File: src/logic/cpu_pkg.sv
// cpu_pkg: word widths, opcode decode constants, sequencer states and KC/PC timing
`default_nettype none

package cpu_pkg;

	localparam int WORD_W   = 16;
	localparam int ADDR_W   = 16;
	localparam int OPCODE_W = 6;

	typedef logic [WORD_W-1:0]   word_t;
	typedef logic [ADDR_W-1:0]   addr_t;
	typedef logic [OPCODE_W-1:0] opcode_t;

	// opcode sits in the top bits of the instruction word
	localparam opcode_t OP_HLT = 6'o00;

	// set in an instruction word when an argument word follows
	localparam int TWO_WORD_BIT = 9;

	// IC value after interrupt receive
	localparam addr_t INT_VECTOR = 16'h0040;

	// univibrator lengths, in clocks
	localparam int KC_TICKS = 3;
	localparam int PC_TICKS = 2;
	localparam int TICK_MAX = (KC_TICKS > PC_TICKS) ? KC_TICKS : PC_TICKS;
	localparam int TICK_W   = $clog2(TICK_MAX + 1);

	typedef logic [TICK_W-1:0] tick_t;

	// P0 idle/wait, P1 instruction fetch, P2 argument fetch, P3 execute, PK cycle end
	typedef enum logic [2:0] {
		P0,
		P1,
		P2,
		P3,
		PK
	} pm_state_e;

endpackage

`default_nettype wire

File: src/logic/membus_pkg.sv
// membus_pkg: memory port request/response, panel command and P-M status structs
`default_nettype none

package membus_pkg;

	import cpu_pkg::*;

	// held steady by the requester until ack
	typedef struct packed {
		logic  req;
		logic  we;
		addr_t addr;
		word_t wdata;
	} mem_req_t;

	// ack is a one-cycle pulse, rdata valid with it
	typedef struct packed {
		logic  ack;
		word_t rdata;
	} mem_rsp_t;

	// load/store/fetch are single-cycle strobes
	typedef struct packed {
		logic  load;
		logic  store;
		logic  fetch;
		addr_t addr;
		word_t data;
	} panel_cmd_t;

	typedef struct packed {
		logic      run;
		logic      wait_q;
		logic      przerw;
		pm_state_e state;
		addr_t     ic;
		word_t     ir;
		word_t     ar;
	} pm_status_t;

endpackage

`default_nettype wire

File: src/logic/cycle_timer.sv
// cycle_timer: KC (cycle end) and PC (cycle start) pulse generators
`timescale 1ns/1ps
`default_nettype none

module cycle_timer (
	input  logic __clk,
	input  logic rst_n,
	input  logic cycle_end,
	output logic kc,
	output logic pc
);

	import cpu_pkg::*;

	// one counter serves both univibrators, they never overlap
	tick_t cnt;

	always_ff @(posedge __clk or negedge rst_n) begin
		if (!rst_n) begin
			kc  <= 1'b0;
			pc  <= 1'b0;
			cnt <= '0;
		end else if (kc) begin
			if (cnt == tick_t'(KC_TICKS - 1)) begin
				// KC falling edge fires PC
				kc  <= 1'b0;
				pc  <= 1'b1;
				cnt <= '0;
			end else begin
				cnt <= cnt + tick_t'(1);
			end
		end else if (pc) begin
			if (cnt == tick_t'(PC_TICKS - 1)) begin
				pc  <= 1'b0;
				cnt <= '0;
			end else begin
				cnt <= cnt + tick_t'(1);
			end
		end else if (cycle_end) begin
			// triggers during a running pulse never get here
			kc  <= 1'b1;
			cnt <= '0;
		end
	end

endmodule

`default_nettype wire

File: src/logic/panel_control.sv
// panel_control: operator panel LOAD/STORE/FETCH handling and its memory accesses
`timescale 1ns/1ps
`default_nettype none

module panel_control (
	input  logic                   __clk,
	input  logic                   rst_n,
	input  membus_pkg::panel_cmd_t panel,
	input  logic                   run,
	input  membus_pkg::mem_rsp_t   rsp,
	output membus_pkg::mem_req_t   req,
	output logic                   ic_load,
	output cpu_pkg::addr_t         ic_value,
	output cpu_pkg::word_t         panel_rdata,
	output logic                   panel_done
);

	import cpu_pkg::*;

	logic  store_q;
	logic  fetch_q;
	logic  busy;
	logic  accept;
	addr_t addr_q;
	word_t data_q;

	assign busy   = store_q | fetch_q;
	// panel is dead while running or with an access in flight
	assign accept = ~run & ~busy;

	// load goes straight to IC, no memory cycle
	assign ic_load  = panel.load & accept;
	assign ic_value = panel.addr;

	always_ff @(posedge __clk or negedge rst_n) begin
		if (!rst_n) begin
			store_q    <= 1'b0;
			fetch_q    <= 1'b0;
			panel_done <= 1'b0;
		end else begin
			panel_done <= rsp.ack & busy;
			if (rsp.ack) begin
				store_q <= 1'b0;
				fetch_q <= 1'b0;
			end else if (accept) begin
				// store wins if both strobes come together
				store_q <= panel.store;
				fetch_q <= panel.fetch & ~panel.store;
			end
		end
	end

	always_ff @(posedge __clk) begin
		if (accept && (panel.store || panel.fetch)) begin
			addr_q <= panel.addr;
			data_q <= panel.data;
		end
		if (rsp.ack && fetch_q) begin
			panel_rdata <= rsp.rdata;
		end
	end

	always_comb begin
		req.req   = busy;
		req.we    = store_q;
		req.addr  = addr_q;
		req.wdata = data_q;
	end

endmodule

`default_nettype wire

File: src/logic/mem_arbiter.sv
// mem_arbiter: shares the single memory port between panel and sequencer
`timescale 1ns/1ps
`default_nettype none

module mem_arbiter (
	input  logic                 __clk,
	input  logic                 rst_n,
	input  membus_pkg::mem_req_t panel_req,
	input  membus_pkg::mem_req_t seq_req,
	input  membus_pkg::mem_rsp_t mem_rsp,
	output membus_pkg::mem_rsp_t panel_rsp,
	output membus_pkg::mem_rsp_t seq_rsp,
	output membus_pkg::mem_req_t mem_req
);

	typedef enum logic [1:0] {
		GNT_IDLE,
		GNT_PANEL,
		GNT_SEQ
	} gnt_e;

	gnt_e grant;
	logic pick_panel;
	logic pick_seq;

	// idle cycle passes the winner through at once, then grant holds it
	always_comb begin
		pick_panel = 1'b0;
		pick_seq   = 1'b0;
		case (grant)
			GNT_PANEL: pick_panel = 1'b1;
			GNT_SEQ:   pick_seq = 1'b1;
			default: begin
				pick_panel = panel_req.req;
				pick_seq   = ~panel_req.req & seq_req.req;
			end
		endcase
	end

	always_ff @(posedge __clk or negedge rst_n) begin
		if (!rst_n) begin
			grant <= GNT_IDLE;
		end else begin
			case (grant)
				GNT_IDLE: begin
					if (panel_req.req)
						grant <= GNT_PANEL;
					else if (seq_req.req)
						grant <= GNT_SEQ;
				end
				default: begin
					if (mem_rsp.ack)
						grant <= GNT_IDLE;
				end
			endcase
		end
	end

	assign mem_req = pick_panel ? panel_req : (pick_seq ? seq_req : '0);

	// ack only reaches the owner of the grant
	always_comb begin
		panel_rsp.ack   = mem_rsp.ack & (grant == GNT_PANEL);
		panel_rsp.rdata = mem_rsp.rdata;
		seq_rsp.ack     = mem_rsp.ack & (grant == GNT_SEQ);
		seq_rsp.rdata   = mem_rsp.rdata;
	end

endmodule

`default_nettype wire

File: src/logic/state_sequencer.sv
// state_sequencer: START/WAIT/PRZERW flip-flops and the P0-PK instruction cycle
`timescale 1ns/1ps
`default_nettype none

module state_sequencer (
	input  logic                   __clk,
	input  logic                   rst_n,
	input  logic                   start_key,
	input  logic                   stop_key,
	input  logic                   irq,
	input  logic                   kc,
	input  logic                   pc,
	input  membus_pkg::mem_rsp_t   rsp,
	input  logic                   ic_load,
	input  cpu_pkg::addr_t         ic_value,
	output membus_pkg::mem_req_t   req,
	output logic                   cycle_end,
	output logic                   irq_ack,
	output membus_pkg::pm_status_t status
);

	import cpu_pkg::*;

	pm_state_e state;
	logic      start_q;
	logic      wait_q;
	logic      przerw_q;
	logic      stop_q;
	addr_t     ic;
	word_t     ir;
	word_t     ar;
	logic      kc_d;
	logic      pc_d;
	logic      run;
	logic      kc_rise;
	logic      pc_fall;
	logic      cont;
	opcode_t   opcode;

	assign run     = start_q & ~wait_q;
	assign kc_rise = kc & ~kc_d;
	assign pc_fall = pc_d & ~pc;
	assign opcode  = ir[WORD_W-1 -: OPCODE_W];

	// run after this cycle end, with pending stop and interrupt applied
	assign cont = start_q & ~stop_q & (~wait_q | przerw_q);

	always_ff @(posedge __clk or negedge rst_n) begin
		if (!rst_n) begin
			kc_d <= 1'b0;
			pc_d <= 1'b0;
		end else begin
			kc_d <= kc;
			pc_d <= pc;
		end
	end

	// START, WAIT and the stop request
	always_ff @(posedge __clk or negedge rst_n) begin
		if (!rst_n) begin
			start_q <= 1'b0;
			wait_q  <= 1'b0;
			stop_q  <= 1'b0;
		end else if (start_key) begin
			start_q <= 1'b1;
			wait_q  <= 1'b0;
			stop_q  <= 1'b0;
		end else begin
			if (stop_key)
				stop_q <= 1'b1;
			// stop lands at cycle end, or at once when idle
			if (stop_q && (state == P0 || (state == PK && pc_fall))) begin
				start_q <= 1'b0;
				stop_q  <= 1'b0;
			end
			if (state == P3 && opcode == OP_HLT)
				wait_q <= 1'b1;
			else if (state == PK && pc_fall && przerw_q)
				wait_q <= 1'b0;
		end
	end

	// interrupt latched on KC rising, serviced when PC falls
	always_ff @(posedge __clk or negedge rst_n) begin
		if (!rst_n)
			przerw_q <= 1'b0;
		else if (kc_rise && irq && start_q)
			przerw_q <= 1'b1;
		else if (state == PK && pc_fall)
			przerw_q <= 1'b0;
	end

	always_ff @(posedge __clk or negedge rst_n) begin
		if (!rst_n) begin
			state     <= P0;
			ic        <= '0;
			cycle_end <= 1'b0;
			irq_ack   <= 1'b0;
		end else begin
			cycle_end <= 1'b0;
			irq_ack   <= 1'b0;
			if (ic_load)
				ic <= ic_value;
			case (state)
				P0: begin
					if (run && !stop_q) begin
						state <= P1;
					end else if (start_q && irq) begin
						// dummy cycle end so a halted CPU can take the interrupt
						state     <= PK;
						cycle_end <= 1'b1;
					end
				end
				P1: begin
					if (rsp.ack) begin
						ic    <= ic + 16'd1;
						state <= rsp.rdata[TWO_WORD_BIT] ? P2 : P3;
					end
				end
				P2: begin
					if (rsp.ack) begin
						ic    <= ic + 16'd1;
						state <= P3;
					end
				end
				P3: begin
					state     <= PK;
					cycle_end <= 1'b1;
				end
				PK: begin
					if (pc_fall) begin
						if (przerw_q) begin
							ic      <= INT_VECTOR;
							irq_ack <= 1'b1;
						end
						state <= cont ? P1 : P0;
					end
				end
				default: state <= P0;
			endcase
		end
	end

	always_ff @(posedge __clk) begin
		if (state == P1 && rsp.ack)
			ir <= rsp.rdata;
		if (state == P2 && rsp.ack)
			ar <= rsp.rdata;
	end

	// sequencer only reads memory
	always_comb begin
		req.req   = (state == P1) || (state == P2);
		req.we    = 1'b0;
		req.addr  = ic;
		req.wdata = '0;
	end

	always_comb begin
		status.run    = run;
		status.wait_q = wait_q;
		status.przerw = przerw_q;
		status.state  = state;
		status.ic     = ic;
		status.ir     = ir;
		status.ar     = ar;
	end

endmodule

`default_nettype wire

File: src/logic/pm_top.sv
// pm_top: P-M control unit with cycle timer, panel, memory arbiter and sequencer
`timescale 1ns/1ps
`default_nettype none

module pm_top (
	input  logic                   __clk,
	input  logic                   rst_n,
	input  logic                   start_key,
	input  logic                   stop_key,
	input  logic                   irq,
	input  membus_pkg::panel_cmd_t panel,
	input  membus_pkg::mem_rsp_t   mem_rsp,
	output membus_pkg::mem_req_t   mem_req,
	output logic                   irq_ack,
	output cpu_pkg::word_t         panel_rdata,
	output logic                   panel_done,
	output membus_pkg::pm_status_t status
);

	import cpu_pkg::*;
	import membus_pkg::*;

	mem_req_t panel_req;
	mem_req_t seq_req;
	mem_rsp_t panel_rsp;
	mem_rsp_t seq_rsp;
	logic     ic_load;
	addr_t    ic_value;
	logic     cycle_end;
	logic     kc;
	logic     pc;

	cycle_timer u_timer (
		.__clk     (__clk),
		.rst_n     (rst_n),
		.cycle_end (cycle_end),
		.kc        (kc),
		.pc        (pc)
	);

	panel_control u_panel (
		.__clk       (__clk),
		.rst_n       (rst_n),
		.panel       (panel),
		.run         (status.run),
		.rsp         (panel_rsp),
		.req         (panel_req),
		.ic_load     (ic_load),
		.ic_value    (ic_value),
		.panel_rdata (panel_rdata),
		.panel_done  (panel_done)
	);

	mem_arbiter u_arb (
		.__clk     (__clk),
		.rst_n     (rst_n),
		.panel_req (panel_req),
		.seq_req   (seq_req),
		.mem_rsp   (mem_rsp),
		.panel_rsp (panel_rsp),
		.seq_rsp   (seq_rsp),
		.mem_req   (mem_req)
	);

	state_sequencer u_seq (
		.__clk     (__clk),
		.rst_n     (rst_n),
		.start_key (start_key),
		.stop_key  (stop_key),
		.irq       (irq),
		.kc        (kc),
		.pc        (pc),
		.rsp       (seq_rsp),
		.ic_load   (ic_load),
		.ic_value  (ic_value),
		.req       (seq_req),
		.cycle_end (cycle_end),
		.irq_ack   (irq_ack),
		.status    (status)
	);

endmodule

`default_nettype wire

File: config.mk
export PLATFORM = sky130hd
export DESIGN_NAME = pm_top
export DESIGN_NICKNAME = d
export VERILOG_FILES = /design/src/logic/cpu_pkg.sv /design/src/logic/membus_pkg.sv /design/src/logic/cycle_timer.sv /design/src/logic/panel_control.sv /design/src/logic/mem_arbiter.sv /design/src/logic/state_sequencer.sv /design/src/logic/pm_top.sv
export SDC_FILE = /design/constraint.sdc
export NUM_CORES = 1
export LEC_CHECK = 0
export BUFFER_PORTS_ARGS = -buffer_cell sky130_fd_sc_hd__buf_2
export CAP_MARGIN = 0
export CORE_ASPECT_RATIO = 0.9
export CORE_MARGIN = 2
export CORE_UTILIZATION = 30
export CTS_BUF_LIST = sky130_fd_sc_hd__clkbuf_4
export CTS_CLUSTER_SIZE = 16
export DETAILED_ROUTE_END_ITERATION = 8
export MAX_ROUTING_LAYER = met4
export PLACE_DENSITY = 0.6
export SLEW_MARGIN = 20
export SYNTH_ARGS = -nofsm -noshare
export SYNTH_HDL_FRONTEND = slang
export SYNTH_SLANG_ARGS = --single-unit
File: constraint.sdc
create_clock -name __clk -period 2.4 [get_ports __clk]
set_clock_uncertainty 0.05 [all_clocks]
set_input_delay 0.48 -clock __clk [delete_from_list [all_inputs] [get_ports __clk]]
set_output_delay 0.48 -clock __clk [all_outputs]
set_load 0.1 [all_outputs]
# Yosys cells after proc, flatten, opt, wreduce, memory -nomap -nowiden
# Cells that the tools add are included.
# word_totals
ff_bits	116
in_bits	57
elab_cells	142
# op_classes
addsub	2
eq_ne	14
muxes	54
bitwise_logic	21
reduce_logical	29
# op_table
op	count
$mux 34	2
$mux 16	4
$pmux 16 s2	1
$mux 1	29
$mux 2	9
$add 16x1->16 const B	1
$mux 3	5
$pmux 3 s5	1
$and 1x1->1	12
$logic_and 1x1->1	12
$reduce_bool 3->1	3
$reduce_bool 2->1	4
$not 1->1	7
$eq 3x2->1 const B	2
$logic_not 6->1	1
$ne 2x1->1 const B	3
$pmux 1 s2	3
$eq 2x1->1 const B	2
$eq 2x2->1 const B	2
$reduce_and 4->1	1
$eq 3x1->1 const B	1
$eq 3x3->1 const B	1
$logic_not 3->1	1
$logic_or 1x1->1	3
9 further kinds	10

# Logic depth before layout (Yosys ltp)
# Gate-level depths: netlist of run 1.
# depth
depth_word	9
depth_mapped	9
ltp_nobuf	7

# Modules after synthesis
# A second synthesis of run 1 with hierarchy kept.
# hier_totals
hier_cells	442
hier_area_um2	5615.4
# by_module_without_submodules
mod	instances	cells_each	area_per_inst_um2
state_sequencer	1	245	2901.5
panel_control	1	81	1722.9
mem_arbiter	1	97	807.0
cycle_timer	1	19	183.9

# Worst setup path after synthesis of run 1
# OpenSTA, ideal clock, no wires.
# synth_path
kind	register to output
from	reg u_seq.state[1]
to	out mem_req[33] in the netlist's numbering
arrival_time_ns	3.631
setup_slack_ns	-1.761
path_stages_with_launch	6
path_cell_list	dfrtp_1 buf_6 xnor2_4 nor2_1 nor2_1 o21ai_0
# synth_rtl
item	line	source
start: declaration	state_sequencer.sv:24	pm_state_e state;
start signal: assignment	state_sequencer.sv:117	state <= rsp.rdata[TWO_WORD_BIT] ? P2 : P3;
start signal: assignment	state_sequencer.sv:136	state <= cont ? P1 : P0;
end: declaration	pm_top.sv:13	output membus_pkg::mem_req_t mem_req,

==> results.tsv, run 1 <==
metric	value	unit
ant_nets	0	
status	finished with violations	
port_buffers	162	
grt.overflow.total	0	
cp_top_family	buffers and inverters	
cap_violations	0	
final.min_clock_period	2.73	ns
clkTransAtPathRegs	0.11	ns
std_cell_rows	44	
path_buf_inv	4	
timing.slew.headroom	55.4	%
cts_root_buffer	clkbuf_4	
syn2layout_area_growth	48.3	%
grt_max_degree	33	
synth_cell_types	56	
die_area	17100	um^2
hp-class	in -> reg	
syn_area	4830	um^2
worst_slew_pin_slew	0.669	ns
ys_seq_elements	116	
htreeDepth	4	
crit_chain	inv_2, ha_4, buf_6, a22o_4, buf_12, a22o_4, buf_12	
crit_type	reg -> out	
hold_viol	0	
place_hpwl	8850	um
cp_data_arrival_time	2.20	ns
drive_above_1_share	51.0	%
setup_ws	-0.330	ns
vias	3670	
cp-start-kind	register	
layout_worst_path_cycle_share	114	%
synth_nets	410	
routed_wl	12600	um
fp.dieW	138	um
avgRoutedWirePerCell	16.6	um
fin_util	44.9	%
crit_required	1.87	ns
numCtsBuffers	17	
syn_inst	349	
final_max_slew_viol_count	0	
avgSynthCellArea	13.8	um^2
grt_pass1_vias	3762	
coreArea	16000	um^2
final_common_cell	buf_2	
synth_area_leaders	edfxtp_1 (50%), dfrtp_1 (19%), a22o_1 (3.4%), and2_1 (2.5%), a21oi_1 (1.8%)	
num-nets-final	597	
start_util	30.3	%
track_usage	15.7	%
cp-end-kind	output port	
yosysTopAreaCell	edfxtp_1	
yosysSeqAreaShare	68.4	%
yosysWarnings	0	
grt_pass1_wl	19700	um
drt_iter0_markers	239	
cp_max_fo	8	
io_pins	163	
cts_tree	done	
clockBufferDepth	2	
dr.pass1.iters	4	
synth_edf_count	80	
crit_slowest_cell	dfrtp_1	
rsz0062_at_grt	yes	
setup_viol	34	
gp_congestion	0.827	
max_freq	366	MHz
cpPeakStageDelay	0.41	ns
dieHeight	124	um
synth_ff_type	edfxtp_1	
antenna_found_initial	2	
numClockSinks	116	
ys_async_sr_fraction	31.0	%
netlist.area_leader.share	49.7	%
clk_latency	0.52	ns
avgViaCountPerCell	4.84	
final_cell_mix	buf_2 (128), edfxtp_1 (80), buf_12 (37), dfrtp_1 (31), nand2_1 (22)	
violations	negative setup slack	
drc_errors	0	
fillers	1453	
flip-flops by register name (all words and copies together) (netlist names), 2 cells and up:
name                 cells
u_panel.panel_rdata     16
u_arb.grant              2
u_panel.data_q          16
u_seq.ar                16
u_panel.addr_q          16
u_seq.state              3
u_seq.ir                16
u_seq.ic                16
u_timer.cnt              2
through the flow:
| step | setup slack (ns) | cells | cell area [um^2] | setup TNS, ns | hold slack (ns) |
|---|---|---|---|---|---|
| after global placement | 0.116 | 717 | 6590 | 0 | 0.429 |
| final | -0.330 | 759 | 7170 | -8.93 | 0.0729 |
| after global routing | -0.433 | 758 | 7170 | -12.87 | 0.00515 |
| after CTS | -0.368 | 756 | 7090 | -11.41 | 0.00240 |
| after detailed placement | 0.0704 | 717 | 6590 | 0 | 0.441 |
| after floorplan | -0.215 | 349 | 4990 | -1.40 | 0.134 |
cell type report:
type,instances,area [um^2],share of cell area [%]
Clock buffer,18,135,1.89
Timing Repair Buffer,187,1580,22.0
Antenna cell,3,7.51,0.105
Tap cell,207,259,3.61
Sequential cell,116,3320,46.3
Inverter,10,37.5,0.524
Clock inverter,14,180,2.51
Multi-Input combinational cell,204,1660,23.1
cell families after synthesis:
kind of cell / count (synthesis) / share of synthesized area [%]
adder cells (fa/ha/maj): 4 / 1.04
AO/OA/AOI/OAI: 85 / 12.1
flip-flops: 116 / 68.4
multiplexers: 5 / 1.04
XOR/XNOR: 4 / 1.11
buffers and inverters: 29 / 3.34
AND/OR/NAND/NOR: 106 / 13.0
layer usage:
metal / track usage (%) / routed length [um]
met1: 18.5 / 5200
met2: 25.1 / 6270
met3: 4.84 / 866
met4: 6.30 / 257
met5: - / 0
Yosys cell counts, types with 6 or more instances:
| cell type | number |
|---|---|
| o21ai_0 | 17 |
| nand2_1 | 22 |
| dfrtp_1 | 36 |
| nor2_1 | 20 |
| edfxtp_1 | 80 |
| inv_1 | 10 |
| nand3_1 | 8 |
| a21oi_1 | 17 |
| and2_1 | 19 |
| clkbuf_1 | 7 |
| and3_1 | 6 |
| a22o_1 | 19 |
worst paths after layout:
path | from | to | slack, ns | cells after the start
worst min-delay path | panel[4] | u_panel.data_q[4] | 0.07 | 1
worst max register to register | u_seq.state[0] | u_seq.ic[15] | 0.27 | 7
worst max-delay path | u_arb.grant[0] | mem_req[24] | -0.33 | 7
max in group asynchronous | rst_n | u_seq.ic[3] | 1.23 | 3
min in group asynchronous | rst_n | u_seq.ic[12] | 0.47 | 2
worst min register to register | u_seq.kc_d | u_seq.przerw_q | 0.45 | 2
timing repair:
action	4_1_cts	5_1_grt
buffers inserted	5	0
resized for setup	24	21
cloned	1	0
endpoints found under the setup margin	34	34
hold buffers	1	0
hold endpoints to repair	27	0
pin swaps	5	3
Power of run 1 is not shown: default switching activity piles up to over one toggle a cycle in this logic, so the estimate is an artifact.
==> run 2: changes to the inputs <==
--- a/config.mk
+++ b/config.mk
@@ -14,8 +14,9 @@
 export CTS_CLUSTER_SIZE = 16
 export DETAILED_ROUTE_END_ITERATION = 8
 export MAX_ROUTING_LAYER = met4
-export PLACE_DENSITY = 0.6
+export PLACE_DENSITY = 0.59
 export SLEW_MARGIN = 20
 export SYNTH_ARGS = -nofsm -noshare
 export SYNTH_HDL_FRONTEND = slang
+export SYNTH_HIERARCHICAL = 1
 export SYNTH_SLANG_ARGS = --single-unit
==> results.tsv, run 2 <==
metric	value	unit
ys_async_sr_fraction	31.0	%
synth_area_leaders	edfxtp_1 (43%), dfrtp_1 (16%), buf_4 (11%), a22o_1 (5.6%), mux2i_1 (2.0%)	
fillers	1712	
cts_root_buffer	clkbuf_4	
path_buf_inv	5	
drc_errors	0	
gp_congestion	0.855	
io_pins	163	
synth_ff_type	edfxtp_1	
final_max_slew_viol_count	0	
yosysWarnings	6	
cp_top_family	buffers and inverters	
finalNonFillerCells	846	
dr.pass1.iters	5	
grt_pass1_wl	23200	um
avgViaCountPerCell	4.77	
cpPeakStageDelay	0.42	ns
final_common_cell	buf_2	
track_usage	16.0	%
die_area	19800	um^2
avgRoutedWirePerCell	17.8	um
drt_iter0_markers	251	
antenna_found_initial	1	
clockBufferDepth	2	
netlist.area_leader.share	42.8	%
rsz0062_at_grt	yes	
crit_chain	inv_2, ha_4, buf_6, nand2_4, o21ai_4, buf_6, buf_16, a22o_4, buf_12	
htreeDepth	4	
yosysTopAreaCell	edfxtp_1	
cp_max_fo	5	
synth_cell_types	59	
endpoint	mem_req[21]	
crit_required	1.87	ns
yosysMostFrequentCell	buf_4	
cp_data_arrival_time	2.20	ns
grt.overflow.total	0	
cp-start-kind	register	
crit_type	reg -> out	
worst_slew_pin_slew	0.658	ns
violations	negative setup slack	
worstHoldPathCells	1	
reg2reg_to	u_seq/ic[3]	
layout_worst_path_cycle_share	114	%
numClockSinks	116	
synth_edf_count	80	
port_buffers	162	
setup_viol	34	
crit_path_start	u_arb/grant[1]	
fin_util	42.2	%
status	finished with violations	
dieHeight	134	um
final_cell_mix	buf_2 (127), edfxtp_1 (80), buf_12 (36), dfrtp_1 (33), a22o_4 (32)	
clk_latency	0.54	ns
vias	4039	
timing.slew.headroom	56.2	%
grt_max_degree	33	
synth_common_cells	buf_4 (86), edfxtp_1 (80), a22o_1 (36), dfrtp_1 (36), nor2_1 (15)	
drive_above_1_share	49.7	%
fin_setup_tns	-10.44	ns
numCtsBuffers	17	
r2r_setup_slack	0.17	ns
ys_seq_elements	116	
num-nets-final	647	
grt_pass1_vias	4170	
yosysSeqAreaShare	58.8	%
crit_top_cell	buf_6	
final.min_clock_period	2.73	ns
start_util	30.6	%
dp_cells	788	
hold_viol	0	
multi_input_area	1950	um^2
hp-class	in -> reg	
syn_area	5620	um^2
syn2layout_area_growth	37.7	%
routed_wl	15100	um
cap_violations	0	
rr_startpoint	u_arb/grant[0]	
cp-end-kind	output port	
avgSynthCellArea	12.7	um^2
ant_nets	0	
cts_tree	done	
register_area	3310	um^2
setup_ws	-0.328	ns
clkTransAtPathRegs	0.12	ns
crit_slowest_cell	dfrtp_1	
max_freq	367	MHz
syn_inst	442	
place_hpwl	9910	um
hold_slack	0.0595	ns
coreArea	18300	um^2
fp.dieW	148	um
std_cell_rows	47	
cp.depth	9	
r2r_cells	9	
==> run 2: kinds of logic (layout without fill, tap and decap cells) <==
logic type / after synthesis / in the layout / share of synthesized area [%]
compound gates: 96 / 97 / 12.9
buf+inv: 113 / 253 / 14.3
other cells: 1 / 19 / 0.0668
simple gates: 95 / 95 / 10.1
xor+xnor: 6 / 6 / 0.936
fa+ha+maj: 4 / 4 / 0.891
flops: 116 / 116 / 58.8
mux: 11 / 11 / 1.96
==> run 2: per-layer routing <==
layer  vias up  share of wire, %  track usage, %
met1      1986                43            19.7
met3        23               7.2            4.90
met2       165                48            25.2
met4         0               1.8            5.40
met5         -                 0               -
li1       1865                 -               -
==> run 2: how the worst min path moves through the flow <==
| stage | startpoint | end |
|---|---|---|
| global placement | u_seq/cycle_end | u_timer/kc |
| global route | panel[7] | u_panel/data_q[7] |
| finish | panel[7] | u_panel/data_q[7] |
| detailed placement | u_seq/kc_d | u_seq/przerw_q |
| CTS | panel[9] | u_panel/data_q[9] |
| floorplan | rst_n | u_arb/grant[0] |
==> run 2: cell type report <==
type / instances / share of cell area [%]
antenna: 2 / 0.0647
clock buffer: 20 / 1.94
clock inverter: 12 / 1.71
inverter: 12 / 0.615
multi-input combinational: 230 / 25.3
sequential: 116 / 42.9
tap: 245 / 3.96
timing repair buffer: 209 / 23.6
==> run 2: through the flow <==
stage	setup WS (ns)	cell area, um^2
floorplan	0.00110	5880
global placement	-0.0841	6940
detailed placement	-0.157	6940
CTS	-0.386	7650
global route	-0.434	7730
finish	-0.328	7730
==> run 2: timing repair <==
item                                    4_1_cts  5_1_grt
endpoints found under the setup margin       35       36
buffers inserted                             16        2
cloned                                        5        0
resized for setup                            37       13
hold endpoints to repair                     26        0
pin swaps                                    34       13
hold buffers                                  1        0
Power of run 2 is left out for the same reason.
==> run 3: changes to the inputs <==
--- a/config.mk
+++ b/config.mk
@@ -5,7 +5,6 @@
 export SDC_FILE = /design/constraint.sdc
 export NUM_CORES = 1
 export LEC_CHECK = 0
-export BUFFER_PORTS_ARGS = -buffer_cell sky130_fd_sc_hd__buf_2
 export CAP_MARGIN = 0
 export CORE_ASPECT_RATIO = 0.9
 export CORE_MARGIN = 2
@@ -13,8 +12,9 @@
 export CTS_BUF_LIST = sky130_fd_sc_hd__clkbuf_4
 export CTS_CLUSTER_SIZE = 16
 export DETAILED_ROUTE_END_ITERATION = 8
+export DONT_BUFFER_PORTS = 1
 export MAX_ROUTING_LAYER = met4
-export PLACE_DENSITY = 0.59
+export PLACE_DENSITY = 0.5
 export SLEW_MARGIN = 20
 export SYNTH_ARGS = -nofsm -noshare
 export SYNTH_HDL_FRONTEND = slang
==> constraint.sdc (replaced) <==
create_clock -name __clk -period 3.3 [get_ports __clk]
set_clock_uncertainty 0.05 [all_clocks]
set_input_delay 0.66 -clock __clk [delete_from_list [all_inputs] [get_ports __clk]]
set_output_delay 0.66 -clock __clk [all_outputs]
set_load 0.1 [all_outputs]
==> results.tsv, run 3 (synthesis results as in run 2) <==
metric	value	unit
clk_latency	0.50	ns
drive_above_1_share	28.2	%
start_util	30.6	%
antenna_cells	0	
drt_iter0_markers	258	
final_max_slew_viol_count	0	
coreArea	18300	um^2
cp-start-kind	register	
grt.overflow.total	0	
cts_tree	done	
crit_slowest_cell	ha_1	
setup_viol	0	
worst_slew_pin_slew	0.975	ns
dp_slack	0.426	ns
vias	3293	
port_buffers	0	
fin_setup_tns	0	ns
crit_type	reg -> out	
grt_max_degree	37	
max_freq	323	MHz
hp-class	in -> reg	
crit_chain	inv_1, ha_1, nand2_1, o21ai_4, buf_12, buf_4, a22o_2, buf_12	
grt_pass1_vias	3404	
avgViaCountPerCell	4.68	
drc_errors	0	
cp_data_arrival_time	2.39	ns
place_hpwl	9180	um
track_usage	13.8	%
cp_max_fo	12	
antenna_found_initial	0	
die_area	19800	um^2
rsz0062_at_grt	no	
crit_required	2.59	ns
status	complete, no violations	
syn2layout_area_growth	16.1	%
fillers	1806	
dieHeight	134	um
std_cell_rows	47	
numClockSinks	116	
num-nets-final	506	
timing.slew.headroom	35.0	%
final_cell_mix	edfxtp_1 (80), buf_12 (35), dfrtp_1 (34), buf_4 (32), a22o_1 (20)	
clockBufferDepth	2	
routed_wl	13000	um
fp.dieW	148	um
clkTransAtPathRegs	0.10	ns
avgRoutedWirePerCell	18.5	um
io_pins	163	
grt_pass1_wl	19700	um
final_common_cell	edfxtp_1	
ant_nets	0	
htreeDepth	4	
gp_congestion	0.763	
dr.pass1.iters	4	
hold_viol	0	
cpPeakStageDelay	0.40	ns
final.min_clock_period	3.10	ns
cap_violations	0	
numCtsBuffers	17	
cp-end-kind	output port	
setup_ws	0.200	ns
crit_top_cell	buf_12	
layout_worst_path_cycle_share	94.0	%
cts_root_buffer	clkbuf_4	
run 3: final timing paths:
kind	from	cells after the start	slack [ns]	to
max in group asynchronous	rst_n	2	2.42	u_seq/state[1]
setup / recovery	u_arb/grant[0]	8	0.20	mem_req[22]
hold reg to reg	u_seq/kc_d	2	0.45	u_seq/przerw_q
setup reg to reg	u_arb/grant[0]	7	0.72	u_seq/ic[11]
min in group asynchronous	rst_n	2	0.56	u_seq/ic[13]
hold / removal	start_key	1	0.15	u_seq/stop_q
run 3: critical path, delay by kind of cell, from the launching register on:
| family | cells | cell delay (ns) |
|---|---|---|
| fa+ha+maj | 1 | 0.40 |
| flops | 1 | 0.39 |
| compound gates | 2 | 0.36 |
| buf+inv | 4 | 0.58 |
| simple gates | 1 | 0.14 |
run 3: area by class of cell:
cell class              count  area, um^2  share of cell area [%]
clock buffers              19         143                    2.19
clock inverters            13         143                    2.19
inverters                  12        45.0                   0.691
multi-input cells         229        1620                    24.8
flip-flops and latches    116        3310                    50.7
well taps                 245         307                    4.70
repair buffers             69         962                    14.8
run 3: metal layers:
layer / GRT usage (%) / share of wire (%) / vias up
met5: - / 0 / -
met4: 3.23 / 0.75 / 0
met3: 7.45 / 11 / 9
met2: 21.1 / 48 / 134
met1: 16.1 / 41 / 1585
li1: - / - / 1565
run 3: what timing repair did:
action | in CTS | in global routing
pin swaps | 0 | 1
endpoints found under the hold margin | 36 | 0
buffers inserted | 0 | 4
gates resized for setup | 1 | 2
hold buffers | 2 | 0
setup endpoints to repair | 19 | 25
run 3: metrics by stage:
stage / hold WS [ns] / utilization, % / cells / area [um^2]
after floorplan: 0.314 / - / 458 / 5700
after global placement: 0.315 / 33.5 / 665 / 6150
after detailed placement: 0.316 / 33.5 / 665 / 6150
after CTS: 0.0858 / 35.3 / 699 / 6470
after global routing: 0.0484 / 35.5 / 703 / 6520
final: 0.154 / 35.5 / 703 / 6520
Power of run 3 is left out for the same reason.
